File: src/common/icache_defines.svh
`ifndef ICACHE_DEFINES_SVH
`define ICACHE_DEFINES_SVH

// cache geometry
`define ICACHE_WAYS          4
`define ICACHE_SETS          16
`define ICACHE_LINE_BYTES    16

// bus widths
`define ICACHE_ADDR_WIDTH    32
`define ICACHE_FETCH_WIDTH   32

// derived widths
`define ICACHE_LINE_WIDTH    (`ICACHE_LINE_BYTES * 8)
`define ICACHE_OFFSET_WIDTH  $clog2(`ICACHE_LINE_BYTES)
`define ICACHE_INDEX_WIDTH   $clog2(`ICACHE_SETS)
`define ICACHE_TAG_WIDTH     (`ICACHE_ADDR_WIDTH - `ICACHE_INDEX_WIDTH - `ICACHE_OFFSET_WIDTH)
`define ICACHE_WAY_IDX_WIDTH $clog2(`ICACHE_WAYS)

`endif

File: src/common/icache_pkg.sv
`include "icache_defines.svh"

package icache_pkg;

  // one full cache line
  typedef logic [`ICACHE_LINE_WIDTH-1:0] line_t;

  // stored tag of one way
  typedef logic [`ICACHE_TAG_WIDTH-1:0] tag_t;

  //////////////////////////////////////////////////
  // fetch port
  //////////////////////////////////////////////////

  // word aligned fetch address
  typedef struct packed {
    logic [`ICACHE_ADDR_WIDTH-1:0] addr;
  } fetch_req_t;

  // instruction word plus the address it belongs to
  typedef struct packed {
    logic [`ICACHE_FETCH_WIDTH-1:0] data;
    logic [`ICACHE_ADDR_WIDTH-1:0]  addr;
  } fetch_rsp_t;

  //////////////////////////////////////////////////
  // refill port
  //////////////////////////////////////////////////

  // line aligned when cacheable, word aligned when nc
  typedef struct packed {
    logic [`ICACHE_ADDR_WIDTH-1:0]    addr;
    logic                             nc;
    logic [`ICACHE_WAY_IDX_WIDTH-1:0] way;
  } refill_req_t;

  // always the aligned line holding the requested word
  typedef struct packed {
    line_t data;
  } refill_rtn_t;

  // controller states, flush first out of reset
  typedef enum logic [1:0] {
    FLUSH,
    IDLE,
    READ,
    MISS
  } ctrl_state_e;

endpackage

File: src/icache/icache_ctrl.sv
`timescale 1ns/10ps
`include "icache_defines.svh"

module icache_ctrl (
  input  logic                               clk_i,
  input  logic                               rst_ni,
  input  logic                               flush_i,
  input  logic                               en_i,
  // fetch port
  input  logic                               fetch_vld_i,
  input  icache_pkg::fetch_req_t             fetch_req_i,
  output logic                               fetch_rdy_o,
  output logic                               fetch_rsp_vld_o,
  output icache_pkg::fetch_rsp_t             fetch_rsp_o,
  output logic                               miss_o,
  // refill port
  output logic                               mem_req_vld_o,
  output icache_pkg::refill_req_t            mem_req_o,
  input  logic                               mem_ack_i,
  input  logic                               mem_rtrn_vld_i,
  input  icache_pkg::refill_rtn_t            mem_rtrn_i,
  // way arrays
  output logic                               lookup_en_o,
  output logic [`ICACHE_INDEX_WIDTH-1:0]     lookup_idx_o,
  output icache_pkg::tag_t                   cmp_tag_o,
  output logic [`ICACHE_OFFSET_WIDTH-1:0]    cmp_off_o,
  output logic                               wr_en_o,
  output logic [`ICACHE_INDEX_WIDTH-1:0]     wr_idx_o,
  output icache_pkg::tag_t                   wr_tag_o,
  output icache_pkg::line_t                  wr_line_o,
  output logic                               clr_en_o,
  output logic [`ICACHE_INDEX_WIDTH-1:0]     clr_idx_o,
  input  logic                               hit_i,
  input  logic [`ICACHE_FETCH_WIDTH-1:0]     hit_word_i,
  // replacement
  output logic                               lookup_done_o,
  input  logic [`ICACHE_WAY_IDX_WIDTH-1:0]   victim_way_i
);

  icache_pkg::ctrl_state_e             state_d, state_q;
  logic [`ICACHE_ADDR_WIDTH-1:0]       addr_d, addr_q;
  logic                                cache_en_d, cache_en_q;
  logic                                flush_d, flush_q;
  logic [`ICACHE_INDEX_WIDTH-1:0]      flush_cnt_d, flush_cnt_q;
  logic                                flush_done;
  logic                                need_flush;
  logic [`ICACHE_FETCH_WIDTH-1:0]      rtrn_word;

  //////////////////////////////////////////////////
  // address split and port plumbing
  //////////////////////////////////////////////////

  // lookup fields come straight from the incoming request
  assign lookup_idx_o = fetch_req_i.addr[`ICACHE_OFFSET_WIDTH +: `ICACHE_INDEX_WIDTH];
  assign cmp_tag_o    = fetch_req_i.addr[`ICACHE_ADDR_WIDTH-1 -: `ICACHE_TAG_WIDTH];
  assign cmp_off_o    = fetch_req_i.addr[`ICACHE_OFFSET_WIDTH-1:0];

  // refill writes use the registered address
  assign wr_idx_o  = addr_q[`ICACHE_OFFSET_WIDTH +: `ICACHE_INDEX_WIDTH];
  assign wr_tag_o  = addr_q[`ICACHE_ADDR_WIDTH-1 -: `ICACHE_TAG_WIDTH];
  assign wr_line_o = mem_rtrn_i.data;
  assign clr_idx_o = flush_cnt_q;

  // word out of the returned line, nc returns carry the full line too
  assign rtrn_word = mem_rtrn_i.data[{addr_q[`ICACHE_OFFSET_WIDTH-1:0], 3'b000} +:
                                     `ICACHE_FETCH_WIDTH];

  assign fetch_rsp_o.data = (state_q == icache_pkg::MISS) ? rtrn_word : hit_word_i;
  assign fetch_rsp_o.addr = addr_q;

  // nc request asks for the word, cacheable one for the whole line
  assign mem_req_o.addr = cache_en_q ?
                          {addr_q[`ICACHE_ADDR_WIDTH-1:`ICACHE_OFFSET_WIDTH],
                           {`ICACHE_OFFSET_WIDTH{1'b0}}} :
                          {addr_q[`ICACHE_ADDR_WIDTH-1:2], 2'b00};
  assign mem_req_o.nc   = ~cache_en_q;
  assign mem_req_o.way  = victim_way_i;

  // hold new fetches off while a flush is due
  assign need_flush = flush_d | (en_i & ~cache_en_q);

  assign flush_done  = (flush_cnt_q == {`ICACHE_INDEX_WIDTH{1'b1}});
  assign flush_cnt_d = clr_en_o ? (flush_done ? '0 : flush_cnt_q + 1'b1) : flush_cnt_q;

  // capture address on accept
  assign addr_d = lookup_en_o ? fetch_req_i.addr : addr_q;

  //////////////////////////////////////////////////
  // controller FSM
  //////////////////////////////////////////////////

  always_comb begin
    state_d         = state_q;
    // disable acts at once, enable only via flush
    cache_en_d      = cache_en_q & en_i;
    flush_d         = flush_q | flush_i;
    fetch_rdy_o     = 1'b0;
    fetch_rsp_vld_o = 1'b0;
    mem_req_vld_o   = 1'b0;
    miss_o          = 1'b0;
    lookup_en_o     = 1'b0;
    lookup_done_o   = 1'b0;
    wr_en_o         = 1'b0;
    clr_en_o        = 1'b0;

    unique case (state_q)
      // walk all sets and drop their valid bits
      icache_pkg::FLUSH: begin
        clr_en_o = 1'b1;
        if (flush_done) begin
          state_d    = icache_pkg::IDLE;
          flush_d    = 1'b0;
          cache_en_d = en_i;
        end
      end
      // wait for a fetch
      icache_pkg::IDLE: begin
        fetch_rdy_o = ~need_flush;
        if (need_flush) begin
          state_d = icache_pkg::FLUSH;
        end else if (fetch_vld_i) begin
          lookup_en_o = 1'b1;
          state_d     = icache_pkg::READ;
        end
      end
      // array output is valid here
      icache_pkg::READ: begin
        lookup_done_o = 1'b1;
        if (hit_i && cache_en_q) begin
          fetch_rsp_vld_o = 1'b1;
          state_d         = icache_pkg::IDLE;
          // next lookup overlaps this response
          fetch_rdy_o     = ~need_flush;
          if (!need_flush && fetch_vld_i) begin
            lookup_en_o = 1'b1;
            state_d     = icache_pkg::READ;
          end
        end else begin
          // miss, or cache off so nc access
          mem_req_vld_o = 1'b1;
          if (mem_ack_i) begin
            miss_o  = cache_en_q;
            state_d = icache_pkg::MISS;
          end
        end
      end
      // wait for the line
      icache_pkg::MISS: begin
        if (mem_rtrn_vld_i) begin
          fetch_rsp_vld_o = 1'b1;
          // a disabled cache keeps its arrays untouched
          wr_en_o         = cache_en_q;
          state_d         = icache_pkg::IDLE;
        end
      end
      default: begin
        state_d = icache_pkg::FLUSH;
      end
    endcase
  end

  always_ff @(posedge clk_i or negedge rst_ni) begin
    if (!rst_ni) begin
      state_q     <= icache_pkg::FLUSH;
      cache_en_q  <= 1'b0;
      flush_q     <= 1'b0;
      flush_cnt_q <= '0;
    end else begin
      state_q     <= state_d;
      cache_en_q  <= cache_en_d;
      flush_q     <= flush_d;
      flush_cnt_q <= flush_cnt_d;
    end
  end

  // fetch address
  always_ff @(posedge clk_i) begin
    addr_q <= addr_d;
  end

endmodule

File: config.mk
export PLATFORM = sky130hd
export DESIGN_NAME = icache_ctrl
export DESIGN_NICKNAME = d
export VERILOG_FILES = /design/src/common/icache_pkg.sv /design/src/icache/icache_ctrl.sv
export VERILOG_INCLUDE_DIRS = /design/src /design/src/common
export SDC_FILE = /design/constraint.sdc
export NUM_CORES = 1
export LEC_CHECK = 0
export BUFFER_PORTS_ARGS = -buffer_cell sky130_fd_sc_hd__buf_2
export CAP_MARGIN = 20
export CELL_PAD_IN_SITES_DETAIL_PLACEMENT = 0
export CELL_PAD_IN_SITES_GLOBAL_PLACEMENT = 1
export CORE_AREA = 8 8 191 193
export DETAILED_ROUTE_END_ITERATION = 8
export DIE_AREA = 0 0 199 201
export GPL_ROUTABILITY_DRIVEN = 0
export GPL_TIMING_DRIVEN = 1
export HOLD_SLACK_MARGIN = 0.06
export PLACE_DENSITY_LB_ADDON = 0.1
export SYNTH_ARGS = -nofsm -noshare
export SYNTH_HDL_FRONTEND = slang
export SYNTH_SLANG_ARGS = --single-unit
File: constraint.sdc
create_clock -name clk_i -period 6.5 [get_ports clk_i]
set_clock_uncertainty 0.15 [all_clocks]
set_input_delay 0.65 -clock clk_i [delete_from_list [all_inputs] [get_ports clk_i]]
set_output_delay 0.65 -clock clk_i [all_outputs]
set_load 0.005 [all_outputs]
==> results.sh <==
export IMPL_outcome="finished clean"
export IMPL_drc=0
export IMPL_grt_overflow_total=0
export IMPL_synth_area_leaders="buf_4, mux2i_1, edfxtp_1"
export IMPL_wl_met3_um=2750
export IMPL_whs_ns=0.345
export IMPL_wl_met1_um=13800
export IMPL_syn_area_per_cell_sq_um=9.88
export IMPL_register_area_sq_um=1160
export IMPL_setup_ws_ns=2.37
export IMPL_synth_ff_type="edfxtp_1"
export IMPL_p_sw_share_pct=32.7
export IMPL_wire_per_inst_um=25.2
export IMPL_num_vias=6173
export IMPL_p_per_area_nw_per_um2=131
export IMPL_cts_resized=0
export IMPL_met2_wirelength_um=17900
export IMPL_drt_first_pass_iters=5
export IMPL_insertion_delay_ns=0.28
export IMPL_setup_viol=0
export IMPL_drt_total_wl_um=34800
export IMPL_layout_nets=1140
export IMPL_rsz0062_at_grt="no"
export IMPL_timing_final_max_slew_violations=0
export IMPL_grt_max_degree=127
export IMPL_hold_class="register to register"
export IMPL_cts_setup_buffers=0
export IMPL_p_int_mw=0.716
export IMPL_root_buffer="clkbuf_16"
export IMPL_core_area_sq_um=33300
export IMPL_viasPerCell=4.46
export IMPL_antenna_found_initial=6
export IMPL_syn_instance_count=684
export IMPL_ys_warn_count=0
export IMPL_layout_min_cycle_time_ns=4.13
export IMPL_grt_pass1_wl_um=48400
export IMPL_slew_headroom_pct=38.5
export IMPL_max_freq_mhz=242
export IMPL_cts_clk_slew_worst_paths_ns=0.06
export IMPL_netlist_area_sq_um=6760
export IMPL_clockBufferDepth=2
export IMPL_pre_cts_ws_ns=2.51
export IMPL_syn_to_final_growth_pct=20.1
export IMPL_io_buffers=494
export IMPL_worstSetupEndpointType="output port"
export IMPL_track_usage_pct=16.3
export IMPL_row_count=67
export IMPL_dieHeight_um=201
export IMPL_max_vdd_ir_drop_mv=0.170
export IMPL_h_tree_depth=2
export IMPL_synth_distinct_cells=51
export IMPL_synthTopCellsByCount="buf_4, mux2i_1, nor2_1, mux4_2, edfxtp_1"
export IMPL_period_share_pct=63.5
export IMPL_cp_required_ns=5.70
export IMPL_power_frac_comb_pct=39.7
export IMPL_detail_route_antenna_nets=0
export IMPL_start_kind="register"
export IMPL_drive_gt1_share_pct=60.2
export IMPL_num_fill_cells=3723
export IMPL_first_global_vias=7065
export IMPL_die_x_um=199
export IMPL_yosysMostFrequentCell="buf_4"
export IMPL_drt_initial_drc_count=217
export IMPL_fin_tns_setup_ns=0
export IMPL_worst_pin_slew_ns=0.917
export IMPL_clock_sinks=40
export IMPL_cts_hold_buf=1
export IMPL_fin_util_pct=24.4
export IMPL_clockPowerShare_pct=30.0
export IMPL_finalHoldViolations=0
export IMPL_dieArea_sq_um=40000
export IMPL_cts_tree="yes"
export IMPL_yosysSeqAreaShare_pct=17.2
export IMPL_start_util_pct=20.3
export IMPL_worst_ep_arrival_time_ns=3.33
export IMPL_synth_enable_flop_cells=32
export IMPL_highest_layer="met5"
export IMPL_cp_max_fo=29
export IMPL_p_switching_mw=0.348
export IMPL_ios=501
export IMPL_numCtsBuffers=5
export IMPL_p_leak_nw=4.06
export IMPL_async_reset_ff_share_pct=20.0
export IMPL_synth_top_area_cell="buf_4"
export IMPL_multi_input_area_sq_um=3610
export IMPL_worstSetupPathType="register to output port"
export IMPL_pwr_share_seq_pct=30.4
export IMPL_synth_top_area_share_pct=25.3
export IMPL_ys_seq_elements=40
export IMPL_dp_hpwl_um=28800
export IMPL_cap_viol_max_count=0
sequential cells by signal, summed over array words and instances, names as in the netlist:
| name | flops |
|---|---|
| addr_q | 32 |
| clr_idx_o | 4 |
| state_q | 2 |
| cache_en_q | 1 |
| flush_q | 1 |
metal layers:
metal	vias up	global-route usage, %
met5	-	0
met4	8	2.49
met3	26	3.35
met2	346	30.0
met1	2954	19.2
li1	2839	-
power groups by stage:
stage / Combinational [mW] / Sequential [mW] / Clock [mW]
6_report: 0.422 / 0.323 / 0.319
4_1_cts: 0.434 / 0.323 / 0.333
3_5_place_dp: 0.432 / 0.328 / 0
2_1_floorplan: 0.256 / 0.324 / 0
3_3_place_gp: 0.437 / 0.329 / 0
5_1_grt: 0.468 / 0.329 / 0.334
per-stage QoR:
stage	power (mW)	std cells	instance area, sq um
finish	1.06	1383	8120
global route	1.13	1381	8110
CTS	1.09	1381	8110
detailed placement	0.760	1373	7920
global placement	0.766	1373	7920
floorplan	0.580	685	6760
worst paths after layout:
path	from	depth (start not counted)	slack (ns)	end
worst max-delay path	addr_q[0]	6	2.37	fetch_rsp_o[40]
worst min-delay path	flush_q	2	0.34	flush_q
worst max register to register	state_q[0]	7	4.07	addr_q[31]
worst min register to register	flush_q	2	0.34	flush_q
max in group asynchronous	rst_ni	2	5.43	state_q[0]
min in group asynchronous	rst_ni	2	0.60	clr_idx_o[1]
critical path: stages (launching register included):
cell      delay [ns]
edfxtp_1        0.90
buf_4           0.52
nand3b_1        0.74
o22ai_1         0.41
nor4_1          0.09
a21oi_1         0.21
buf_2           0.16
layout by cell type, fill, tap and decap left out, drive strengths merged, types with 3 or more instances in the layout:
cell / count
buf: 503
mux2i: 146
nor2: 37
mux4: 37
edfxtp: 32
o22ai: 18
a221oi: 16
a21oi: 13
a211oi: 12
o22a: 11
inv: 10
nand2: 9
dfrtp: 8
nand3b: 7
o211ai: 7
o21ai: 5
clkbuf: 5
ha: 5
mux2: 4
o221a: 4
nor4: 4
nor2b: 4
and3: 3
and2: 3
a22oi: 3
or3b: 3
cell families after synthesis:
kind of cell | count (synthesis) | share of synthesized area [%]
buffers and inverters | 273 | 29.7
flip-flops | 40 | 17.2
XOR/XNOR | 1 | 0.130
adder cells (fa/ha/maj) | 5 | 0.926
AND/OR/NAND/NOR | 79 | 5.94
AO/OA/AOI/OAI | 98 | 11.4
other | 1 | 0.0555
multiplexers | 187 | 34.7
cell type report:
type | count | area share (%)
diodes | 2 | 0.0617
clock buffers | 5 | 1.54
clock inverters | 2 | 0.740
inverters | 10 | 0.462
multi-input cells | 372 | 44.4
flip-flops and latches | 40 | 14.3
well taps | 448 | 6.91
repair buffers | 504 | 31.6
Note: power is estimated with default switching activity, not from simulation.
