<file path="config.mk">
export PLATFORM = sky130hd
export DESIGN_NAME = icache_repl
export DESIGN_NICKNAME = d
export VERILOG_FILES = /design/src/icache/icache_repl.sv
export VERILOG_INCLUDE_DIRS = /design/src /design/src/common
export SDC_FILE = /design/constraint.sdc
export NUM_CORES = 1
export LEC_CHECK = 0
export BUFFER_PORTS_ARGS = -buffer_cell sky130_fd_sc_hd__buf_2
export CORE_MARGIN = 1
export CORE_UTILIZATION = 40
export DETAILED_ROUTE_END_ITERATION = 12
export GPL_ROUTABILITY_DRIVEN = 0
export SYNTH_ARGS = -nofsm -noshare
export SYNTH_HDL_FRONTEND = slang
export SYNTH_SLANG_ARGS = --single-unit
</file>
<file path="constraint.sdc">
create_clock -name clk_i -period 1.6 [get_ports clk_i]
set_clock_uncertainty 0.1 [all_clocks]
set_input_delay 0.32 -clock clk_i [delete_from_list [all_inputs] [get_ports clk_i]]
set_output_delay 0.32 -clock clk_i [all_outputs]
set_load 0.005 [all_outputs]
</file>
<file path="src/common/icache_defines.svh">
`ifndef ICACHE_DEFINES_SVH
`define ICACHE_DEFINES_SVH

// cache geometry
`define ICACHE_WAYS          4
`define ICACHE_SETS          16
`define ICACHE_LINE_BYTES    16

// bus widths
`define ICACHE_ADDR_WIDTH    32
`define ICACHE_FETCH_WIDTH   32

// derived widths
`define ICACHE_LINE_WIDTH    (`ICACHE_LINE_BYTES * 8)
`define ICACHE_OFFSET_WIDTH  $clog2(`ICACHE_LINE_BYTES)
`define ICACHE_INDEX_WIDTH   $clog2(`ICACHE_SETS)
`define ICACHE_TAG_WIDTH     (`ICACHE_ADDR_WIDTH - `ICACHE_INDEX_WIDTH - `ICACHE_OFFSET_WIDTH)
`define ICACHE_WAY_IDX_WIDTH $clog2(`ICACHE_WAYS)

`endif

</file>
<file path="src/icache/icache_repl.sv">
`timescale 1ns/10ps
`include "icache_defines.svh"

module icache_repl (
  input  logic                              clk_i,
  input  logic                              rst_ni,
  input  logic                              lookup_done_i,
  input  logic                              fill_en_i,
  input  logic [`ICACHE_WAYS-1:0]           vld_i,
  output logic [`ICACHE_WAY_IDX_WIDTH-1:0]  victim_way_o,
  output logic [`ICACHE_WAYS-1:0]           victim_oh_o
);

  logic [7:0]                        lfsr_q;
  logic                              lfsr_fb;
  logic                              all_vld;
  logic                              all_vld_q;
  logic [`ICACHE_WAY_IDX_WIDTH-1:0]  inv_way;
  logic [`ICACHE_WAYS-1:0]           victim_oh;

  //////////////////////////////////////////////////
  // victim choice
  //////////////////////////////////////////////////

  assign all_vld = &vld_i;

  // lowest invalid way, scanned from the top down
  always_comb begin
    inv_way = '0;
    for (int w = `ICACHE_WAYS - 1; w >= 0; w--) begin
      if (!vld_i[w]) begin
        inv_way = w[`ICACHE_WAY_IDX_WIDTH-1:0];
      end
    end
  end

  // random pick only once the set is full
  assign victim_way_o = all_vld ? lfsr_q[`ICACHE_WAY_IDX_WIDTH-1:0] : inv_way;

  always_comb begin
    victim_oh = '0;
    victim_oh[victim_way_o] = 1'b1;
  end

  // x^8 + x^6 + x^5 + x^4 + 1
  assign lfsr_fb = lfsr_q[7] ^ lfsr_q[5] ^ lfsr_q[4] ^ lfsr_q[3];

  always_ff @(posedge clk_i or negedge rst_ni) begin
    if (!rst_ni) begin
      victim_oh_o <= '0;
      all_vld_q   <= 1'b0;
      // any nonzero seed
      lfsr_q      <= 8'hA5;
    end else begin
      if (lookup_done_i) begin
        victim_oh_o <= victim_oh;
        all_vld_q   <= all_vld;
      end
      // advance only when the fill evicted a valid line
      if (fill_en_i && all_vld_q) begin
        lfsr_q <= {lfsr_q[6:0], lfsr_fb};
      end
    end
  end

endmodule

</file>
==> results of run 1 <==
-- cell type report --
type,instances,area [sq um]
timing repair buffer,16,90.1
fill,114,604
tap,15,18.8
sequential,13,330
multi-input combinational,29,236
inverter,3,11.3
clock buffer,4,26.3
-- flip-flops by register name, summed over array words and instances (netlist names) --
signal and count:
lfsr_q 8, victim_oh_o 4, all_vld_q 1
-- cells in the mapped netlist --
cell type and number:
sky130_fd_sc_hd__dfrtp_1 9, sky130_fd_sc_hd__mux2_2 6, sky130_fd_sc_hd__nand2_1 5, sky130_fd_sc_hd__dfstp_2 4
sky130_fd_sc_hd__inv_1 3, sky130_fd_sc_hd__o21ai_0 3, sky130_fd_sc_hd__xnor2_1 3, sky130_fd_sc_hd__a22o_1 2
sky130_fd_sc_hd__nand2_2 2, sky130_fd_sc_hd__a21boi_2 1, sky130_fd_sc_hd__a31oi_4 1, sky130_fd_sc_hd__and2_1 1
sky130_fd_sc_hd__nand4_1 1, sky130_fd_sc_hd__nor2_1 1, sky130_fd_sc_hd__o21ai_1 1, sky130_fd_sc_hd__o2bb2ai_1 1
sky130_fd_sc_hd__o31ai_2 1
-- where the power goes --
part / internal, uW / switching (uW)
Sequential: 337 / 3.79
Combinational: 29.7 / 34.1
Clock: 96.5 / 105
-- layer usage --
metal	vias up	track usage
met3	2	0.0511
met1	177	0.201
li1	196	-
met2	10	0.238
met4	0	0.103
met5	-	0
-- per-stage QoR --
step                worst slack (ns)  TNS [ns]
detailed placement             0.317         0
global route                -0.00861  -0.00861
global placement               0.317         0
CTS                          0.00366         0
floorplan                      0.371         0
finish                        0.0393         0
-- cells in the final DEF, fill, tap and decap left out, drive strengths merged --
cell,n
nor2,1
nand4,1
o31ai,1
and2,1
a31oi,1
a22o,2
buf,15
clkbuf,4
mux2,6
dfrtp,9
xnor2,3
dfstp,4
o2bb2ai,1
dlygate4sd3,1
o21ai,4
nand2,7
inv,3
a21boi,1
-- kinds of logic after synthesis --
family | count (synthesis) | synth area share
buf+inv | 3 | 0.0196
simple gates | 10 | 0.0828
compound gates | 10 | 0.159
xor+xnor | 3 | 0.0458
mux | 6 | 0.118
flops | 13 | 0.575
-- worst reg2reg max path, stage by stage, from the launching register on --
cell	delay (ns)
sky130_fd_sc_hd__dfrtp_1	0.39
sky130_fd_sc_hd__inv_1	0.11
sky130_fd_sc_hd__a31oi_4	0.11
sky130_fd_sc_hd__and2_1	0.17
sky130_fd_sc_hd__a22o_1	0.19
-- what timing repair did --
item / 4_1_cts / 5_1_grt
setup buffers: 0 / 1
hold buffers: 1 / 0
endpoints found under the hold margin: 9 / 0
gates resized for setup: 0 / 1
endpoints found under the setup margin: 0 / 2
-- worst min-delay path by stage --
stage	cells after the start	start	endpoint	slack, ns
2_1_floorplan	0	rst_ni	all_vld_q	-0.08
3_3_place_gp	1	rst_ni	victim_oh_o[2]	0.12
3_5_place_dp	1	rst_ni	victim_oh_o[0]	0.12
4_1_cts	3	lookup_done_i	victim_oh_o[2]	0.21
5_1_grt	3	lookup_done_i	victim_oh_o[2]	0.22
6_report	3	lookup_done_i	victim_oh_o[2]	0.21
==> metrics.md, run 1 <==
| Metric | Value |
|---|---|
| Run status | completed |
| Number of antenna violations at the first check in global routing | 0 |
| Leading post-synthesis cells by cell area | sky130_fd_sc_hd__dfrtp_1 39%, sky130_fd_sc_hd__dfstp_2 18%, sky130_fd_sc_hd__mux2_2 12%, sky130_fd_sc_hd__xnor2_1 4.6%, sky130_fd_sc_hd__a31oi_4 3.7% |
| CTS Root Buffer Type | sky130_fd_sc_hd__clkbuf_4 |
| Clock tree from TritonCTS | built |
| Global-route wire length before repair | between 1500 and 2000 um |
| Critical Path End | victim_way_o[0] |
| Number of top-level pins | 14 |
| Die width | 39.9 um |
| Net count reported at finish | 74 |
| Post-DRT Antenna Nets | 0 |
| Worst Setup Start Kind | flop |
| Vias in the first global route | roughly 360 |
| Worst setup path category | reg -> out |
| Max rail drop VDD | around 500 uV |
| Layout Area Growth over Synthesis | 24.2% |
| Worst-skew pair later-pin latency | approximately 0.27 ns |
| Netlist Area Pre-Place | roughly 570 sq um |
| Max stage delay cell, worst path | sky130_fd_sc_hd__dfstp_2 |
| H-Tree Depth | 1 |
| Total clock sinks | 13 |
| Post-synth top area cell | sky130_fd_sc_hd__dfrtp_1 |
| DRC violation count after routing | 0 |
| Leak pwr | about 0.00034 uW |
| Hpwl dp | ~700 um |
| Required time of the worst setup path | approximately 1.2 ns |
| Yosys top cell area share | 0.392 |
| Total global routing track utilization | 0.162 |
| Sequential element share of the synthesized area | 0.575 |
| Routed via count | between 300 and 400 |
| Nets in the synthesized netlist | 53 |
| Post-layout min period | ~1.6 ns |
| Largest net degree at the start of global routing | 14 |
| Critical-path maximum fanout | 2 |
| Die Y | roughly 40 um |
| Worst path arrival time | 1.14 ns |
| Total power per unit cell area | 850 nW/um^2 |
| Initial core utilization | 0.436 |
| Worst slew margin relative to its limit | 0.806 |
| Origin of the critical flop-to-flop path | lfsr_q[1] |
| Starting DRT DRC Count | 7 |
| Final slew viol count | 0 |
| Detailed route wirelength on metal3 | between 40 and 50 um |
| Pre-antenna DRT Iters | 4 |
| Placed standard-cell area | around 670 sq um |
| Post-route cell area | slightly above 700 sq um |
| Final hold slack | around 0.21 ns |
| Peak Freq | about 640 MHz |
| Max_cap viols | 0 |
| Count of placed standard cells in the final layout, fillers left out | 80 |
| Clock slew at the register clock pins of the worst setup and hold paths | about 0.080 ns |
| Mean cell area of the mapped netlist | around 13 sq um |
| Depth of the worst register-to-register path | 4 |
| Highest metal layer with signal wires | met4 |
| Worst hold path class | in -> reg |
| Nature of the critical path endpoint | output pin |
| Final setup violation count | 0 |
| Final Hold Viols | 0 |
| Internal reg-to-reg setup slack | ~0.41 ns |
| Cell depth of the worst setup path | 3 |
| Met2 layer wire length in the routed design | roughly 490 um |
| Mapped Cells | between 40 and 50 |
| Combined buffer and inverter count along the critical path | 1 |
| Met1 Wirelength | 424 um |
| Worst-margin pin slew | around 0.29 ns |
| Unique cell type count in the Yosys netlist | 17 |
| Global-route congestion overflow total | 0 |
| Critical Path Max Stage Delay | 0.54 ns |
| Critical Path Start | lfsr_q[0] |
| Die outline area | between 1500 and 2000 sq um |
| Core utilization of the finished layout | 0.541 |
| Total detailed-routing wirelength | 966 um |
| Proportion of layout cells with a drive suffix above 1 | 0.523 |
| Worst r2r dst | victim_oh_o[3] |
| Cells along the critical path | o21ai_2 -> a21boi_2 -> buf_2 |
| Placed insts | 74 |
| Count of buffers from port buffering | 13 |
| Num rows | 13 |
| Area of the core region | between 1000 and 1500 sq um |
| Total CTS buffers | 3 |
| Delay-heaviest family, CP | flip-flops |
| Detailed-route wire length per cell | 12.1 um |
| Average via count per standard cell | 4.81 |
| Number of diodes added for antenna fixing | 0 |
| Ratio of final minimum period to clock period | 0.975 |
| Flip-flop and latch count after synthesis | 13 |
| Clock Tree Buf Depth | 2 |
| Warnings, synthesis | 0 |
| Design Power | about 610 uW |
Power figures use the tool's default switching activity.
==> run 2: changes to the inputs <==
==> constraint.sdc (replaced) <==
create_clock -name clk_i -period 1.85 [get_ports clk_i]
set_clock_uncertainty 0.1 [all_clocks]
set_input_delay 0.37 -clock clk_i [delete_from_list [all_inputs] [get_ports clk_i]]
set_output_delay 0.37 -clock clk_i [all_outputs]
set_load 0.005 [all_outputs]
==> metrics.md, run 2 (synthesis results as in run 1) <==
| Metric | Value |
|---|---|
| Run status | completed |
| Flip-flop count of the largest register after layout | 8 |
| Average via count per standard cell | 4.83 |
| Total CTS buffers | 3 |
| Most common library cell in the layout ignoring fill and taps | sky130_fd_sc_hd__buf_2 |
| H-Tree Depth | 1 |
| Worst hold path class | in -> reg |
| Logic pwr share | 0.099 |
| Postcts setup bufs | 0 |
| Internal power component | approximately 400 uW |
| Setup TNS | 0 ns |
| Worst-margin pin slew | ~0.29 ns |
| Final Hold Viols | 0 |
| Net Switching | 115 uW |
| Count of placed standard cells in the final layout, fillers left out | ~80 |
| Proportion of layout cells with a drive suffix above 1 | 0.492 |
| Num rows | 13 |
| Net count reported at finish | between 70 and 80 |
| Placed insts | 73 |
| Critical hold path startpoint | lookup_done_i |
| Layout Area Growth over Synthesis | 20.9% |
| Worst Setup Start Kind | flop |
| Leak pwr | approximately 0.00033 uW |
| Total clock sinks | 13 |
| Design Power | 514 uW |
| Total global routing track utilization | 0.149 |
| Combined buffer and inverter count along the critical path | 1 |
| Post-layout min period | roughly 1.8 ns |
| Highest-count cells in the layout ignoring fill and taps | 13 x sky130_fd_sc_hd__buf_2, 9 x sky130_fd_sc_hd__dfrtp_1, 6 x sky130_fd_sc_hd__mux2_2 |
| Total detailed-routing wirelength | around 860 um |
| Worst setup path category | reg -> out |
| Unrepaired setup endpoints after global routing | false |
| Peak Freq | ~570 MHz |
| Worst slew margin relative to its limit | 0.808 |
| Max_cap viols | 0 |
| Clock tree from TritonCTS | built |
| DRC violation count after routing | 0 |
| Initial core utilization | 0.436 |
| Pre-antenna DRT Iters | 2 |
| CTS Root Buffer Type | sky130_fd_sc_hd__clkbuf_4 |
| Max stage delay cell, worst path | sky130_fd_sc_hd__dfstp_2 |
| Detailed-route wire length per cell | between 10 and 15 um |
| Starting DRT DRC Count | 2 |
| Share of power burned in the clock network | 0.326 |
| Critical Path Max Stage Delay | roughly 0.56 ns |
| Worst path arrival time | 1.30 ns |
| Global-route congestion overflow total | 0 |
| Hpwl dp | 628 um |
| Number of top-level pins | 14 |
| Area of the core region | 1320 sq um |
| Cells along the critical path | o21ai_1 -> a21boi_2 -> buf_2 |
| Max rail drop VDD | 579 uV |
| Critical Path Start | lfsr_q[0] |
| Routed via count | 377 |
| Number of diodes added for antenna fixing | 0 |
| Leading registers by flop count | lfsr_q: 8 flops, victim_oh_o: 4 flops, all_vld_q: 1 flops |
| Post-cts sizing count | 0 |
| Required time of the worst setup path | between 1 and 1.5 ns |
| Die Y | roughly 40 um |
| Total power per unit cell area | about 740 nW/um^2 |
| Die outline area | ~1600 sq um |
| Switching power share of the total | 0.224 |
| Die width | 39.9 um |
| Number of antenna violations at the first check in global routing | 0 |
| Clock slew at the register clock pins of the worst setup and hold paths | roughly 0.070 ns |
| Global-route wire length before repair | 1390 um |
| Final slew viol count | 0 |
| Final setup violation count | 0 |
| Clock Tree Buf Depth | 2 |
| Vias in the first global route | 321 |
| Critical-path maximum fanout | 5 |
| Origin of the critical flop-to-flop path | lfsr_q[0] |
| Post-DRT Antenna Nets | 0 |
| Largest Register | lfsr_q |
| Portion of total power attributed to sequential cells | 0.575 |
| Nature of the critical path endpoint | output pin |
| Count of buffers from port buffering | 13 |
| Delay-heaviest family, CP | flip-flops |
| Ratio of final minimum period to clock period | 0.956 |
| Largest net degree at the start of global routing | 14 |
| Worst-skew pair later-pin latency | roughly 0.27 ns |
run 2: area by class of cell:
cell class              count  area [sq um]
multi-input cells          29           233
flip-flops and latches     13           330
well taps                  15          18.8
clock buffers               4          26.3
fillers                   116           623
repair buffers             14          75.1
inverters                   3          11.3
run 2: stage by stage:
stage / area, sq um / hold WS (ns) / util / setup WS, ns
6_report: 694 / 0.254 / 0.527 / 0.0813
2_1_floorplan: 574 / -0.0256 / - / 0.571
3_5_place_dp: 658 / 0.167 / 0.500 / 0.347
4_1_cts: 694 / 0.244 / 0.527 / 0.0576
5_1_grt: 694 / 0.254 / 0.527 / 0.00671
3_3_place_gp: 658 / 0.169 / 0.500 / 0.355
run 2: final timing paths:
kind	end	slack [ns]	cells past startpoint
setup / recovery	victim_way_o[0]	0.08	3
hold / removal	victim_oh_o[2]	0.25	3
hold reg to reg	victim_oh_o[0]	0.39	2
max in group asynchronous	lfsr_q[2]	0.96	2
setup reg to reg	victim_oh_o[2]	0.65	3
min in group asynchronous	victim_oh_o[0]	0.41	2
run 2: repair_timing:
action,CTS,global route
endpoints found under the hold margin,9,0
hold buffers,1,0
endpoints found under the setup margin,0,0
run 2: power by group through the flow:
stage / sequential, uW / combinational (uW) / clock [uW]
floorplan: 301 / 21.3 / 0
global route: 297 / 57.9 / 197
detailed placement: 301 / 50.4 / 0
CTS: 296 / 52.1 / 179
global placement: 301 / 50.4 / 0
finish: 296 / 51.1 / 167
run 2: routing by layer:
layer / up-vias / wire length (um) / GRT usage
met4: 0 / 8 / 0.0776
li1: 193 / - / -
met5: - / 0 / 0
met3: 2 / 60 / 0.102
met2: 11 / 375 / 0.194
met1: 171 / 415 / 0.181
run 2: worst min-delay path, stage by stage:
cell and delay, ns:
sky130_fd_sc_hd__buf_2 0.11, sky130_fd_sc_hd__nand2_1 0.05, sky130_fd_sc_hd__o2bb2ai_1 0.06
==> run 3: changes to the inputs <==
==> constraint.sdc (replaced) <==
create_clock -name clk_i -period 1.85 [get_ports clk_i]
set_clock_uncertainty 0.1 [all_clocks]
set_input_delay 0.37 -clock clk_i [delete_from_list [all_inputs] [get_ports clk_i]]
set_output_delay 0.37 -clock clk_i [all_outputs]
set_load 0.02 [all_outputs]
==> metrics.md, run 3 (synthesis results as in run 1) <==
| Metric | Value |
|---|---|
| Average via count per standard cell | between 4 and 5 |
| Clock Tree Buf Depth | 2 |
| Peak Freq | roughly 570 MHz |
| Largest net degree at the start of global routing | 14 |
| Die outline area | 1590 sq um |
| Final slew viol count | 0 |
| Starting DRT DRC Count | 2 |
| Logic pwr share | 0.122 |
| Proportion of layout cells with a drive suffix above 1 | 0.500 |
| Global-route congestion overflow total | 0 |
| Net count reported at finish | 73 |
| DRC violation count after routing | 0 |
| Worst hold path class | in -> reg |
| Post-DRT Antenna Nets | 0 |
| Global-route wire length before repair | ~1400 um |
| Routed via count | between 300 and 400 |
| Worst Setup Start Kind | flop |
| Net Switching | about 130 uW |
| Max_cap viols | 0 |
| Total CTS buffers | 3 |
| Clock slew at the register clock pins of the worst setup and hold paths | roughly 0.070 ns |
| Layout Area Growth over Synthesis | 22.2% |
| Flip-flop and latch area | between 300 and 400 sq um |
| Count of buffers from port buffering | 13 |
| Worst-margin pin slew | roughly 0.29 ns |
| Nature of the critical path endpoint | output pin |
| Die Y | around 40 um |
| Number of diodes added for antenna fixing | 0 |
| Post-route worst setup slack | between 0.1 and 0.15 ns |
| Final setup violation count | 0 |
| Worst-skew pair later-pin latency | roughly 0.27 ns |
| Total power per unit cell area | between 700 and 800 nW/um^2 |
| Initial core utilization | 0.436 |
| Post-layout min period | between 1.5 and 2 ns |
| Setup TNS | 0 ns |
| Number of antenna violations at the first check in global routing | 0 |
| Clock tree from TritonCTS | built |
| Share of power burned in the clock network | 0.318 |
| CTS Root Buffer Type | sky130_fd_sc_hd__clkbuf_4 |
| Leading registers by flop count | lfsr_q: 8 flops, victim_oh_o: 4 flops, all_vld_q: 1 flops |
| Worst slew margin relative to its limit | 0.808 |
| Detailed-route wire length per cell | ~11 um |
| Run status | completed |
| Internal power component | about 400 uW |
| Most common library cell in the layout ignoring fill and taps | sky130_fd_sc_hd__buf_2 |
| Final Hold Viols | 0 |
| Largest Register | lfsr_q |
| Worst path arrival time | roughly 1.3 ns |
| Post-route cell area | around 700 sq um |
| Total clock sinks | 13 |
| Highest-count cells in the layout ignoring fill and taps | 13 x sky130_fd_sc_hd__buf_2, 9 x sky130_fd_sc_hd__dfrtp_1, 6 x sky130_fd_sc_hd__mux2_2 |
| Area occupied by multi-input gates | 233 sq um |
| Placed standard-cell area | around 660 sq um |
| Portion of total power attributed to sequential cells | 0.561 |
| Number of top-level pins | 14 |
| H-Tree Depth | 1 |
| Total global routing track utilization | 0.149 |
| # fillers | 115 |
| Flip-flop count of the largest register after layout | 8 |
| Switching power share of the total | 0.240 |
| Area of the core region | about 1300 sq um |
| Setup Slack @ Placement | 0.295 ns |
| Hpwl dp | between 600 and 700 um |
| Leak pwr | between 0.0003 and 0.0004 uW |
| Vias in the first global route | between 300 and 400 |
| Num rows | 13 |
| Ratio of final minimum period to clock period | 0.943 |
| Post-cts sizing count | 0 |
| Required time of the worst setup path | roughly 1.4 ns |
| Worst setup path category | reg -> out |
| Final hold slack | approximately 0.25 ns |
| Total detailed-routing wirelength | approximately 860 um |
| Die width | about 40 um |
| Pre-antenna DRT Iters | 2 |
| Critical-path maximum fanout | 3 |
| Unrepaired setup endpoints after global routing | false |
| Max rail drop VDD | 583 uV |
==> run 3: cell count changes in the layout (fill, tap and decap cells not counted) <==
cell                    previous run  this run
sky130_fd_sc_hd__buf_4             0         1
==> run 3: power by group through the flow <==
stage	clock (uW)	sequential (uW)	combinational, uW
final	167	296	64.2
after CTS	179	296	63.1
after detailed placement	0	301	61.4
after global placement	0	301	61.4
after global routing	197	297	70.9
after floorplan	0	309	24.3
==> run 3: worst paths after layout <==
| check | from | endpoint | slack (ns) | depth (start not counted) |
|---|---|---|---|---|
| min in group asynchronous | rst_ni | victim_oh_o[0] | 0.41 | 2 |
| max in group asynchronous | rst_ni | lfsr_q[2] | 0.96 | 2 |
| max reg2reg | lfsr_q[0] | victim_oh_o[2] | 0.61 | 4 |
| min | lookup_done_i | victim_oh_o[2] | 0.25 | 3 |
| min reg2reg | victim_oh_o[0] | victim_oh_o[0] | 0.39 | 2 |
| max | lfsr_q[0] | victim_way_o[0] | 0.11 | 3 |
==> run 3: repair_timing <==
item                                    4_1_cts  5_1_grt
endpoints found under the setup margin        0        1
setup buffers                                 0        1
hold buffers                                  1        0
hold endpoints to repair                      9        0
==> run 3: per-layer routing <==
metal,routed length [um],vias to the layer above,global-route usage
met2,375,11,0.194
met3,60,2,0.102
li1,-,195,-
met1,419,172,0.181
met4,8,0,0.0776
met5,0,-,0
==> run 3: layout make-up <==
class / count / share of cell area
Clock buffer: 4 / 0.0374
Inverter: 3 / 0.0160
Multi-Input combinational cell: 29 / 0.332
Sequential cell: 13 / 0.471
Tap cell: 15 / 0.0267
Timing Repair Buffer: 15 / 0.118
==> run 3: worst max-delay path, stage by stage, from the launching register on <==
cell and delay, ns:
sky130_fd_sc_hd__dfstp_2 0.56, sky130_fd_sc_hd__o21ai_1 0.07, sky130_fd_sc_hd__a21boi_2 0.18, sky130_fd_sc_hd__buf_2 0.19
==> run 3: metrics by stage <==
stage / std cells / power (uW) / utilization
after global routing: 79 / 565 / 0.533
final: 79 / 527 / 0.533
after detailed placement: 73 / 362 / 0.500
after CTS: 78 / 537 / 0.527
after floorplan: 45 / 333 / -
after global placement: 73 / 362 / 0.500
